$ cat src/logic/opn_regmap_pkg.sv
package opn_regmap_pkg;

    // Bank 0 register addresses
    localparam logic [7:0] REG_TIMER_A_HI = 8'h24;  // Timer A bits 9..2
    localparam logic [7:0] REG_TIMER_A_LO = 8'h25;  // Timer A bits 1..0
    localparam logic [7:0] REG_TIMER_B    = 8'h26;
    localparam logic [7:0] REG_TIMER_CTL  = 8'h27;
    localparam logic [7:0] REG_DAC_DATA   = 8'h2A;
    localparam logic [7:0] REG_DAC_EN     = 8'h2B;
    localparam logic [7:0] REG_PAN_CH6    = 8'hB6;  // Channel 6 carries the DAC

    // Timer control register 0x27
    localparam logic [2:0] CTL_LOAD_A = 3'd0;
    localparam logic [2:0] CTL_LOAD_B = 3'd1;
    localparam logic [2:0] CTL_EN_A   = 3'd2;
    localparam logic [2:0] CTL_EN_B   = 3'd3;
    localparam logic [2:0] CTL_RST_A  = 3'd4;
    localparam logic [2:0] CTL_RST_B  = 3'd5;

    // DAC enable register 0x2B
    localparam logic [2:0] DAC_EN_BIT = 3'd7;

    // Pan register, left is the upper bit
    localparam logic [2:0] PAN_LEFT_BIT  = 3'd7;
    localparam logic [2:0] PAN_RIGHT_BIT = 3'd6;

    // Sample bytes are offset binary
    localparam logic [7:0] DAC_OFFSET = 8'd128;

endpackage

$ cat src/logic/opn_timing_pkg.sv
package opn_timing_pkg;

    // Timer counter widths
    localparam logic [3:0] TIMER_A_W = 4'd10;
    localparam logic [3:0] TIMER_B_W = 4'd8;

    // Timer B advances once every 16 sample frames
    localparam logic [4:0] TIMER_B_PRESCALE = 5'd16;

    localparam logic [2:0] OPS_PER_CH = 3'd4;   // Operator slots per channel

    // Busy flag length in clk_en pulses
    localparam logic [5:0] BUSY_TICKS = 6'd32;

    // Output sample format
    localparam logic [4:0] SND_W     = 5'd16;
    localparam logic [2:0] DAC_SHIFT = 3'd6;   // Gain applied to the 8-bit DAC value

    // Defaults for the top level parameters
    localparam logic [3:0] DEF_CLK_DIV = 4'd6;
    localparam logic [3:0] DEF_NUM_CH  = 4'd6;

endpackage

$ cat src/logic/opn_clock_gen.sv
`timescale 1ns/10ps

module opn_clock_gen import opn_timing_pkg::*; #(
    parameter int clk_div = DEF_CLK_DIV,   // cen pulses per clk_en
    parameter int num_ch  = DEF_NUM_CH
) (
    input  logic clk,
    input  logic rst,
    input  logic cen,
    output logic clk_en,
    output logic zero
);

    localparam int SLOTS  = num_ch * OPS_PER_CH;   // Operator slots in one frame
    localparam int DIV_W  = $clog2(clk_div + 1);
    localparam int SLOT_W = $clog2(SLOTS);

    logic [DIV_W-1:0]  div_cnt;
    logic [SLOT_W-1:0] slot_cnt;

    always_ff @(posedge clk) begin
        if (rst) begin
            div_cnt  <= '0;
            slot_cnt <= '0;
            clk_en   <= 1'b0;
            zero     <= 1'b0;
        end else begin
            clk_en <= 1'b0;
            zero   <= 1'b0;
            if (cen) begin
                if (div_cnt == DIV_W'(clk_div - 1)) begin
                    div_cnt <= '0;
                    clk_en  <= 1'b1;
                    // Frame marker rides on the last slot's clk_en
                    if (slot_cnt == SLOT_W'(SLOTS - 1)) begin
                        slot_cnt <= '0;
                        zero     <= 1'b1;
                    end else begin
                        slot_cnt <= slot_cnt + 1'b1;
                    end
                end else begin
                    div_cnt <= div_cnt + 1'b1;
                end
            end
        end
    end

endmodule

$ cat src/logic/opn_reg_bus.sv
`timescale 1ns/10ps

module opn_reg_bus import opn_timing_pkg::*, opn_regmap_pkg::*; (
    input  logic                 clk,
    input  logic                 rst,
    input  logic                 clk_en,
    input  logic                 cs_n,
    input  logic                 wr_n,
    input  logic [1:0]           addr,
    input  logic [7:0]           din,
    output logic                 busy,
    // Timer registers
    output logic [TIMER_A_W-1:0] value_a,
    output logic [TIMER_B_W-1:0] value_b,
    output logic                 load_a,
    output logic                 load_b,
    output logic                 en_a,
    output logic                 en_b,
    output logic                 clr_a,
    output logic                 clr_b,
    // DAC registers
    output logic [7:0]           dac_data,
    output logic                 dac_en,
    output logic                 pan_left,
    output logic                 pan_right
);

    logic                          write;
    logic                          addr_wr;
    logic                          data_wr;
    logic                          bank0_wr;
    logic [7:0]                    reg_sel;    // Latched register address
    logic                          reg_bank;   // Bank of the latched address
    logic [$bits(BUSY_TICKS)-1:0]  busy_cnt;

    assign write    = !cs_n && !wr_n;
    assign addr_wr  = write && !addr[0];
    assign data_wr  = write && addr[0];
    assign bank0_wr = data_wr && !addr[1] && !reg_bank;   // Bank 1 is dropped

    always_ff @(posedge clk) begin
        if (rst) begin
            reg_sel  <= '0;
            reg_bank <= 1'b0;
        end else if (addr_wr) begin
            reg_sel  <= din;
            reg_bank <= addr[1];
        end
    end

    // Control fields
    always_ff @(posedge clk) begin
        if (rst) begin
            value_a   <= '0;
            value_b   <= '0;
            load_a    <= 1'b0;
            load_b    <= 1'b0;
            en_a      <= 1'b0;
            en_b      <= 1'b0;
            clr_a     <= 1'b0;
            clr_b     <= 1'b0;
            dac_en    <= 1'b0;
            pan_left  <= 1'b1;   // Both sides on out of reset
            pan_right <= 1'b1;
        end else begin
            clr_a <= 1'b0;
            clr_b <= 1'b0;
            if (bank0_wr) begin
                case (reg_sel)
                    REG_TIMER_A_HI: value_a[TIMER_A_W-1:2] <= din;
                    REG_TIMER_A_LO: value_a[1:0]           <= din[1:0];
                    REG_TIMER_B:    value_b                <= din;
                    REG_TIMER_CTL: begin
                        load_a <= din[CTL_LOAD_A];
                        load_b <= din[CTL_LOAD_B];
                        en_a   <= din[CTL_EN_A];
                        en_b   <= din[CTL_EN_B];
                        clr_a  <= din[CTL_RST_A];   // Pulse only
                        clr_b  <= din[CTL_RST_B];
                    end
                    REG_DAC_EN: dac_en <= din[DAC_EN_BIT];
                    REG_PAN_CH6: begin
                        pan_left  <= din[PAN_LEFT_BIT];
                        pan_right <= din[PAN_RIGHT_BIT];
                    end
                    default: ;
                endcase
            end
        end
    end

    always_ff @(posedge clk) begin
        if (rst)
            dac_data <= '0;
        else if (bank0_wr && reg_sel == REG_DAC_DATA)
            dac_data <= din;
    end

    // Busy runs for BUSY_TICKS clk_en pulses after any data write
    always_ff @(posedge clk) begin
        if (rst) begin
            busy     <= 1'b0;
            busy_cnt <= '0;
        end else if (data_wr) begin
            busy     <= 1'b1;
            busy_cnt <= BUSY_TICKS;   // Restarts if already busy
        end else if (busy && clk_en) begin
            busy_cnt <= busy_cnt - 1'b1;
            if (busy_cnt == 1)
                busy <= 1'b0;
        end
    end

endmodule

$ cat src/logic/opn_timers.sv
`timescale 1ns/10ps

module opn_timers import opn_timing_pkg::*; (
    input  logic                 clk,
    input  logic                 rst,
    input  logic                 zero,      // Frame strobe, aligned with clk_en
    input  logic [TIMER_A_W-1:0] value_a,
    input  logic [TIMER_B_W-1:0] value_b,
    input  logic                 load_a,
    input  logic                 load_b,
    input  logic                 en_a,
    input  logic                 en_b,
    input  logic                 clr_a,
    input  logic                 clr_b,
    output logic                 flag_a,
    output logic                 flag_b,
    output logic                 irq_n
);

    localparam int PRE_W = $clog2(TIMER_B_PRESCALE);

    logic [TIMER_A_W-1:0] cnt_a;
    logic [TIMER_B_W-1:0] cnt_b;
    logic [PRE_W-1:0]     pre_b;
    logic                 step_b;
    logic                 ovf_a;
    logic                 ovf_b;

    assign step_b = zero && pre_b == PRE_W'(TIMER_B_PRESCALE - 1);
    assign ovf_a  = load_a && zero && &cnt_a;
    assign ovf_b  = load_b && step_b && &cnt_b;

    // Timer A counts frames
    always_ff @(posedge clk) begin
        if (rst) begin
            cnt_a <= '0;
        end else if (!load_a) begin
            cnt_a <= value_a;   // Stopped, preset for the next load
        end else if (zero) begin
            if (ovf_a)
                cnt_a <= value_a;
            else
                cnt_a <= cnt_a + 1'b1;
        end
    end

    // Timer B counts groups of TIMER_B_PRESCALE frames
    always_ff @(posedge clk) begin
        if (rst) begin
            cnt_b <= '0;
            pre_b <= '0;
        end else if (!load_b) begin
            cnt_b <= value_b;
            pre_b <= '0;
        end else if (zero) begin
            pre_b <= pre_b + 1'b1;   // Wraps at the prescale count
            if (step_b) begin
                if (ovf_b)
                    cnt_b <= value_b;
                else
                    cnt_b <= cnt_b + 1'b1;
            end
        end
    end

    // A fresh overflow beats a clear in the same cycle
    always_ff @(posedge clk) begin
        if (rst) begin
            flag_a <= 1'b0;
            flag_b <= 1'b0;
        end else begin
            if (ovf_a && en_a)
                flag_a <= 1'b1;
            else if (clr_a)
                flag_a <= 1'b0;
            if (ovf_b && en_b)
                flag_b <= 1'b1;
            else if (clr_b)
                flag_b <= 1'b0;
        end
    end

    assign irq_n = !(flag_a || flag_b);

endmodule

$ cat src/logic/opn_dac.sv
`timescale 1ns/10ps

module opn_dac import opn_timing_pkg::*, opn_regmap_pkg::*; (
    input  logic                    clk,
    input  logic                    rst,
    input  logic                    zero,
    input  logic [7:0]              dac_data,
    input  logic                    dac_en,
    input  logic                    pan_left,
    input  logic                    pan_right,
    output logic signed [SND_W-1:0] snd_left,
    output logic signed [SND_W-1:0] snd_right
);

    logic signed [8:0]       pcm;       // Centered sample, -128..127
    logic signed [SND_W-1:0] pcm_snd;

    assign pcm     = $signed({1'b0, dac_data}) - $signed({1'b0, DAC_OFFSET});
    assign pcm_snd = {{(SND_W - 9){pcm[8]}}, pcm} <<< DAC_SHIFT;

    // New sample once per frame
    always_ff @(posedge clk) begin
        if (rst) begin
            snd_left  <= '0;
            snd_right <= '0;
        end else if (zero) begin
            snd_left  <= (dac_en && pan_left)  ? pcm_snd : '0;
            snd_right <= (dac_en && pan_right) ? pcm_snd : '0;
        end
    end

endmodule

$ cat src/logic/opn_top.sv
`timescale 1ns/10ps

module opn_top import opn_timing_pkg::*; #(
    parameter int clk_div = DEF_CLK_DIV,
    parameter int num_ch  = DEF_NUM_CH     // 3 or 6
) (
    input  logic                    rst,
    input  logic                    clk,
    input  logic                    cen,        // Tie high if unused
    input  logic                    cs_n,
    input  logic                    wr_n,
    input  logic [1:0]              addr,
    input  logic [7:0]              din,
    output logic [7:0]              dout,
    output logic                    irq_n,
    output logic                    snd_sample,
    output logic signed [SND_W-1:0] snd_left,
    output logic signed [SND_W-1:0] snd_right
);

    logic                 clk_en;
    logic                 zero;
    logic                 busy;
    logic                 flag_a, flag_b;
    logic [TIMER_A_W-1:0] value_a;
    logic [TIMER_B_W-1:0] value_b;
    logic                 load_a, load_b;
    logic                 en_a, en_b;
    logic                 clr_a, clr_b;
    logic [7:0]           dac_data;
    logic                 dac_en, pan_left, pan_right;

    opn_clock_gen #(.clk_div(clk_div), .num_ch(num_ch)) u_clock_gen (
        .clk    ( clk    ),
        .rst    ( rst    ),
        .cen    ( cen    ),
        .clk_en ( clk_en ),
        .zero   ( zero   )
    );

    opn_reg_bus u_reg_bus (
        .clk       ( clk       ),
        .rst       ( rst       ),
        .clk_en    ( clk_en    ),
        .cs_n      ( cs_n      ),
        .wr_n      ( wr_n      ),
        .addr      ( addr      ),
        .din       ( din       ),
        .busy      ( busy      ),
        .value_a   ( value_a   ),
        .value_b   ( value_b   ),
        .load_a    ( load_a    ),
        .load_b    ( load_b    ),
        .en_a      ( en_a      ),
        .en_b      ( en_b      ),
        .clr_a     ( clr_a     ),
        .clr_b     ( clr_b     ),
        .dac_data  ( dac_data  ),
        .dac_en    ( dac_en    ),
        .pan_left  ( pan_left  ),
        .pan_right ( pan_right )
    );

    opn_timers u_timers (
        .clk     ( clk     ),
        .rst     ( rst     ),
        .zero    ( zero    ),
        .value_a ( value_a ),
        .value_b ( value_b ),
        .load_a  ( load_a  ),
        .load_b  ( load_b  ),
        .en_a    ( en_a    ),
        .en_b    ( en_b    ),
        .clr_a   ( clr_a   ),
        .clr_b   ( clr_b   ),
        .flag_a  ( flag_a  ),
        .flag_b  ( flag_b  ),
        .irq_n   ( irq_n   )
    );

    opn_dac u_dac (
        .clk       ( clk       ),
        .rst       ( rst       ),
        .zero      ( zero      ),
        .dac_data  ( dac_data  ),
        .dac_en    ( dac_en    ),
        .pan_left  ( pan_left  ),
        .pan_right ( pan_right ),
        .snd_left  ( snd_left  ),
        .snd_right ( snd_right )
    );

    // Status byte reads the same at every address
    assign dout       = {busy, 5'd0, flag_b, flag_a};
    assign snd_sample = zero;

endmodule

$ cat config.mk
export PLATFORM = sky130hd
export DESIGN_NAME = opn_top
export DESIGN_NICKNAME = d
export VERILOG_FILES = /design/src/logic/opn_regmap_pkg.sv /design/src/logic/opn_timing_pkg.sv /design/src/logic/opn_clock_gen.sv /design/src/logic/opn_reg_bus.sv /design/src/logic/opn_timers.sv /design/src/logic/opn_dac.sv /design/src/logic/opn_top.sv
export SDC_FILE = /design/constraint.sdc
export NUM_CORES = 1
export LEC_CHECK = 0
export ABC_AREA = 1
export ABC_CLOCK_PERIOD_IN_PS = 1400
export BUFFER_PORTS_ARGS = -buffer_cell sky130_fd_sc_hd__buf_4
export CAP_MARGIN = 20
export CORE_ASPECT_RATIO = 1.2
export CORE_MARGIN = 2
export CORE_UTILIZATION = 35
export CTS_CLUSTER_DIAMETER = 40
export DETAILED_ROUTE_END_ITERATION = 10
export MAX_ROUTING_LAYER = met4
export PLACE_DENSITY_LB_ADDON = 0.3
export SYNTH_ARGS = -nofsm -noshare
export SYNTH_HDL_FRONTEND = slang
export SYNTH_SLANG_ARGS = --single-unit
$ cat constraint.sdc
create_clock -name clk -period 1.4 [get_ports clk]
set_input_delay 0.21 -clock clk [delete_from_list [all_inputs] [get_ports clk]]
set_output_delay 0.21 -clock clk [all_outputs]
set_load 0.1 [all_outputs]
# Word-level counts from Yosys, hierarchy flattened
# Cells that the tools add are included.
word_totals:
  rom_bits: 0
  latch_bits: 0
  elab_cells: 120
  mem_bits_rw: 0
  n_memories: 0
  output_inout_bits: 42
  ff_bits: 117
classes:
  mux: 22
  multipliers: 0
  reduce_logical: 43
  eq_ne: 14
  add_sub_neg: 7
  n_bitwise: 5
  div_mod_pow: 0
  shifts: 0
  order_cmp: 0
ops:
  columns: ["op", "count"]
  rows:
  - ["$eq A8 B6 Y1 const B", 6]
  - ["$mux W16", 2]
  - ["$mux W8", 4]
  - ["$mux W10", 3]
  - ["$reduce_and A2 Y1", 9]
  - ["$logic_and A1 B1 Y1", 16]
  - ["$mux W6", 2]
  - ["$add A10 B1 Y10 const B", 1]
  - ["$reduce_and A10 Y1", 1]
  - ["$mux W1", 9]
  - ["$sub A8 B8 Y9 const B", 1]
  - ["$add A8 B1 Y8 const B", 1]
  - ["$eq A8 B8 Y1 const B", 1]
  - ["$reduce_and A8 Y1", 1]
  - ["$reduce_bool A2 Y1", 4]
  - ["$eq A6 B1 Y1 const B", 1]
  - ["$logic_not A1 Y1", 6]
  - ["$reduce_or A2 Y1", 3]
  - ["$reduce_or A3 Y1", 2]
  - ["$sub A6 B1 Y6 const B", 1]
  - ["$add A5 B1 Y5 const B", 1]
  - ["$eq A5 B5 Y1 const B", 1]
  - ["$mux W5", 1]
  - ["$not A1 Y1", 5]
  - ["other kinds (8)", 9]

# Longest topological paths before layout
logic_depth:
  word_depth: 8
  ltp_mapped: 10

# By module
# Synthesis repeated with hierarchy kept, for this count alone.
hier_totals:
  cells_unflattened: 747
  area_unflattened_um2: 5121.2
modules_own_cells:
  columns: ["module", "cells_each", "area_per_inst_um2", "instances"]
  rows:
  - ["opn_reg_bus", 327, 2307.2, 1]
  - ["opn_timers", 220, 1507.7, 1]
  - ["opn_dac", 126, 802.0, 1]
  - ["opn_clock_gen", 65, 440.4, 1]
  - ["opn_top", 9, 63.8, 1]

# Worst setup path after synthesis
# No wires, ideal clock.
synth_path:
  kind: "register to register"
  startpoint: "register u_clock_gen.zero"
  endpoint: "register u_timers.cnt_b[0]"
  required_time_ps: 1286
  setup_slack_ps: -670
  t_arrival_ps: 1956
  stages_incl_launch_ff: 10
  synth_period_minus_slack_ps: 2070
  path_cell_list: "dfxtp_1 buf_4 nand3_2 nor2_4 nand3_2 nand2_1 buf_6 nor2_1 o21bai_1 inv_1"
synth_between:
  elab_chain_len: 7
  elab_cells_between_ends: 10
  cone_classes: "2 x eq/ne; 4 x mux; 4 x reduce/logical"
synth_lines:
  columns: ["element", "line", "rtl"]
  rows:
  - ["start, declared", "opn_clock_gen.sv:11", "output logic zero"]
  - ["start signal, assigned", "opn_clock_gen.sv:26", "zero <= 1'b0;"]
  - ["start signal, assigned", "opn_clock_gen.sv:29", "zero <= 1'b0;"]
  - ["start signal, assigned", "opn_clock_gen.sv:37", "zero <= 1'b1;"]
  - ["$logic_and A1 B1 Y1", "opn_timers.sv:29", "assign step_b = zero && pre_b == PRE_W'(TIMER_B_PRESCALE - 1);"]
  - ["$logic_and A1 B1 Y1 (2 in a row)", "opn_timers.sv:31", "assign ovf_b = load_b && step_b && &cnt_b;"]
  - ["$mux W8", "opn_timers.sv:58", "if (ovf_b)"]
  - ["$mux W8", "opn_timers.sv:57", "if (step_b) begin"]
  - ["$mux W8", "opn_timers.sv:55", "end else if (zero) begin"]
  - ["$mux W8", "opn_timers.sv:52", "end else if (!load_b) begin"]
  - ["end signal, assigned", "opn_timers.sv:53", "cnt_b <= value_b;"]
  - ["end signal, assigned", "opn_timers.sv:59", "cnt_b <= value_b;"]
  - ["end signal, assigned", "opn_timers.sv:61", "cnt_b <= cnt_b + 1'b1;"]
  - ["end, declared", "opn_timers.sv:23", "logic [TIMER_B_W-1:0] cnt_b;"]
# Several ways; a longest one is shown, not always the timed one. The select of a mux whose other input is x is not followed.
# A chain may end at the register's enable or synchronous reset.

# Worst setup path after layout
layout_path:
  startpoint: "register u_timers.cnt_a[1]"
  endpoint: "register u_timers.cnt_a[0]"
layout_between:
  elab_chain_len: 5
layout_lines:
  columns: ["element", "line", "rtl"]
  rows:
  - ["start, declared", "opn_timers.sv:22", "logic [TIMER_A_W-1:0] cnt_a;"]
  - ["start signal, assigned", "opn_timers.sv:38", "cnt_a <= value_a;"]
  - ["start signal, assigned", "opn_timers.sv:41", "cnt_a <= value_a;"]
  - ["start signal, assigned", "opn_timers.sv:43", "cnt_a <= cnt_a + 1'b1;"]
  - ["$reduce_and A10 Y1", "opn_timers.sv:30", "assign ovf_a = load_a && zero && &cnt_a;"]
  - ["$logic_and A1 B1 Y1", "opn_timers.sv:30", null]
  - ["$mux W10", "opn_timers.sv:40", "if (ovf_a)"]
  - ["$mux W10", "opn_timers.sv:39", "end else if (zero) begin"]
  - ["$mux W10", "opn_timers.sv:37", "end else if (!load_a) begin"]
# Every way passes these cells. The select of a mux whose other input is x is not followed.

==> results.md <==
Yosys:
- The number of library cell types mapped by synthesis is 37.
- The mapped netlist covers roughly 4800 um2.
- Summing the sequential cell areas from Yosys gives 42.3% of the chip area.
- Ranked by total cell area, the synthesized netlist is headed by sky130_fd_sc_hd__dfxtp_1 42%, sky130_fd_sc_hd__nand2_1 9.8%, sky130_fd_sc_hd__a21oi_1 6.5%, sky130_fd_sc_hd__nand3_1 5.6%, sky130_fd_sc_hd__inv_1 5.3%.
- The cell count after synthesis came out at roughly 650.
- Summing the areas of all fa, ha and maj instances in the mapped netlist gives 1.57% of the synthesized area.
- Summing the areas of all and, or, nand and nor instances in the mapped netlist gives 27.6% of the synthesized area.
- The share of synthesized area in the top cell type comes to 42.3%.
- Of the total synthesized cell area, the portion taken by XOR and XNOR cells is 0.915%.
- Dividing the synthesized area by the synthesized cell count gives 7.37 um2.
- The synthesized design spends more area on one cell type than any other, namely sky130_fd_sc_hd__dfxtp_1.
- In this run, synthesis produced a sequential element count of 101.
- The post-synthesis mux area share is 0%.
- The count of synthesis-stage warnings from yosys is 0.
- The compound-gate portion of the synthesized area is 15.3%.
- The main combinational cell family by area after synthesis is simple AND/OR/NAND/NOR gates.

Hold path:
- The classification of the worst-slack hold path is in -> reg.

Clock network:
- The number of hold buffers added after cts is 0.
- The number of clock sinks is 101.
- The clock reaches the later pin of the worst-skew pair after ~360 ps.
- Counting the buffers created by CTS gives 9.
- CTS placed an instance of sky130_fd_sc_hd__clkbuf_16 at the clock tree root.
- The maximum buffer depth of the clock tree is 2.
- The clock-pin slew of the registers on the worst-case setup and hold paths is 70 ps.
- In this run the number of H-tree levels came out at 3.
- TritonCTS built the clock tree.

Floorplan:
- The number of standard-cell rows in the floorplan is 46.
- 57 I/O pins were placed.
- The die is 111 um wide.
- The height of the die is 132 um.
- The floorplan step defined a die boundary enclosing 14600 um2.
- The initial utilization of the core area, before any placement, comes to 36.0%.
- The area of the core region is 13300 um2.

Routing:
- The remaining number of nets flagged by the antenna check after routing is 0.
- In the routed design, unresolved DRC markers number 0.
- Before antenna repair, the detailed router went through 4 iterations.
- Using the TritonRoute via totals, the vias-per-cell ratio works out to 4.82.
- In the final routed layout, each cell accounts on average for 12.9 um.
- Across all layers, the routed design uses 4299 vias.
- The final layout contains routed wiring with a total length of 11.5 mm.
- After the first detailed-routing iteration, the DRC count stood at 198.

Power and ir drop:
- The total power density per cell area is between 900 and 1000 nW/um2.
- Overall power consumption after layout is estimated at 6.00 mW.
- The static leakage is 2.52 nW.
- The worst voltage drop across the vdd grid is ~0.74 mV.

Placement:
- The congestion estimate from routability-driven global placement came to 0.841.
- The setup slack after placement is -119 ps.
- In this run the tool buffered the top-level ports with 39 buffer cells.
- The HPWL reported at the end of detailed placement is 8.05 mm.
- The instance area after placement is 5430 um2.

Timing:
- The worst hold slack is roughly 110 ps.
- The final critical path takes up 105% of the cycle.
- The final-report hold violation count came to 0.
- Based on the critical path, the design can be clocked at up to between 0.6 and 0.7 GHz.
- The smallest setup slack after layout is -76.3 ps.
- Setup repair after global routing could not meet its margin everywhere.
- The number of endpoints failing setup at the final stage is 14.
- The clock arrives with 8.68 ps of skew.
- The count of final max-slew check failures is 0.
- Counting I/O delays and the setup requirement, the final critical path takes around 1500 ps.

Cells and area:
- Measured on the finished design, the core utilization comes to 45.6%.
- For this run, the post-layout net count is 739.
- The sequential cells in the finished layout cover a total of around 2000 um2.
- The finished cells cover 6060 um2.
- The number of fill cells is 1324.
- Relative to the synthesized area, the layout overhead comes to 26.6%.
- In the final layout, the share of cells above drive strength 1 is around 25%.
- 0 antenna diodes ended up in the layout.
- The most common cell after layout, fill and taps aside is sky130_fd_sc_hd__nand2_1.
- The library cells used most frequently in the layout, excluding fill and tap cells, are 115 x sky130_fd_sc_hd__nand2_1, 90 x sky130_fd_sc_hd__dfxtp_1, 74 x sky130_fd_sc_hd__buf_4, 62 x sky130_fd_sc_hd__inv_1, 59 x sky130_fd_sc_hd__a21oi_1.
- In the final layout, the multi-input gates occupy ~2500 um2.

Outcome:
- The final reports fail on negative setup slack.
- The flow ran to the end, but the final reports show violations.

Global routing:
- The number of antenna violations at the first check in global routing is 0.
- The first-pass GRT wire length is 18.8 mm.
- The largest net degree at the start of global routing is 55.
- The all-layer global routing usage is between 10% and 20%.
- The leftover overflow at the end of global routing is 0.
- The number of global-route vias before repair is slightly above 4000.

Setup path:
- In this run the worst path has a maximum fanout of 5.
- The signal arrival time at the worst endpoint is between 1500 and 2000 ps.
- The critical path data required time is between 1500 and 2000 ps.
- The critical path in this run is classified as reg -> reg.
- The worst setup path is launched from a register.
- The kind of end point of the critical path is a register.

Run:
- Across the run, the number of max-cap violations was 0.
## critical path: stages, from the launching register on
cell	delay, ps
sky130_fd_sc_hd__dfxtp_2	360
sky130_fd_sc_hd__ha_4	160
sky130_fd_sc_hd__nand2_4	60
sky130_fd_sc_hd__nor2_4	100
sky130_fd_sc_hd__nand4_1	230
sky130_fd_sc_hd__buf_6	220
sky130_fd_sc_hd__nand3b_1	80
sky130_fd_sc_hd__nand3_1	70
sky130_fd_sc_hd__nand2_1	60
sky130_fd_sc_hd__inv_1	40
## per-stage QoR
stage,std cells,setup TNS (ps)
after global routing,891,-2120
final,891,-639
after global placement,863,-111
after detailed placement,863,-928
after CTS,883,-127
after floorplan,665,-948
## timing repair
action                                 in CTS  in global routing
setup endpoints to repair                  25                 37
endpoints found under the hold margin       0                  0
pin swaps                                   6                 22
gates cloned                                2                  3
buffers inserted                            2                  5
gates resized for setup                    21                 54
## final cells by class
class                      count  area share [%]
multi-input combinational    447            41.0
sequential                   101            33.6
timing repair buffer          87            12.2
inverter                      72            4.48
clock buffer                   9            3.72
tap                          168            3.47
clock inverter                 7            1.51
## flip-flops by register name, indices dropped and copies added, names as in the netlist, 4 cells and up
register,count
u_timers.cnt_b,8
u_clock_gen.slot_cnt,5
u_timers.pre_b,4
u_reg_bus.busy_cnt,6
u_reg_bus.value_a,10
u_dac.snd_left,8
u_reg_bus.dac_data,8
u_reg_bus.reg_sel,8
u_reg_bus.value_b,8
u_dac.snd_right,8
u_timers.cnt_a,10
## layer usage
metal	track usage, %	routed length [um]	vias up
met5	-	0	-
met4	5.97	189	0
met3	2.21	355	12
met2	27.0	5890	69
met1	18.9	5070	1981
li1	-	-	2237
## synthesized netlist by cell type, drive strengths merged
| cell type | instances |
|---|---|
| o31ai | 2 |
| clkbuf | 12 |
| a31oi | 3 |
| nand2 | 129 |
| buf | 36 |
| nand3 | 58 |
| nor3 | 12 |
| conb | 1 |
| inv | 69 |
| or2 | 4 |
| ha | 6 |
| o211a | 2 |
| a22oi | 14 |
| nor2 | 66 |
| nand3b | 9 |
| nor3b | 2 |
| dfxtp | 101 |
| xor2 | 5 |
| clkinv | 3 |
| o211ai | 3 |
| o21ai | 42 |
| nand4 | 4 |
| a21oi | 62 |
| o21bai | 2 |
| a211oi | 2 |
## cells by family (layout without fill, tap and decap cells)
kind of cell / after synthesis / in the layout
AND/OR/NAND/NOR: 284 / 287
AO/OA/AOI/OAI: 132 / 132
buffers and inverters: 120 / 175
other: 1 / 17
XOR/XNOR: 5 / 5
flip-flops: 101 / 101
adder cells (fa/ha/maj): 6 / 6
## report_power, final
group / total [mW] / internal [mW] / switching (mW)
clock network: 2.63 / 1.43 / 1.20
logic: 0.457 / 0.0954 / 0.362
registers: 2.91 / 2.89 / 0.0206
## final timing paths
kind,from,end,slack [ps],cells past startpoint
min reg2reg,u_reg_bus.en_b,u_reg_bus.en_b,460,2
max reg2reg,u_timers.cnt_a[1],u_timers.cnt_a[0],-80,9
max,u_timers.cnt_a[1],u_timers.cnt_a[0],-80,9
min,cen,u_clock_gen.div_cnt[0],110,3
No activity file was read; power rests on OpenSTA's default activity.
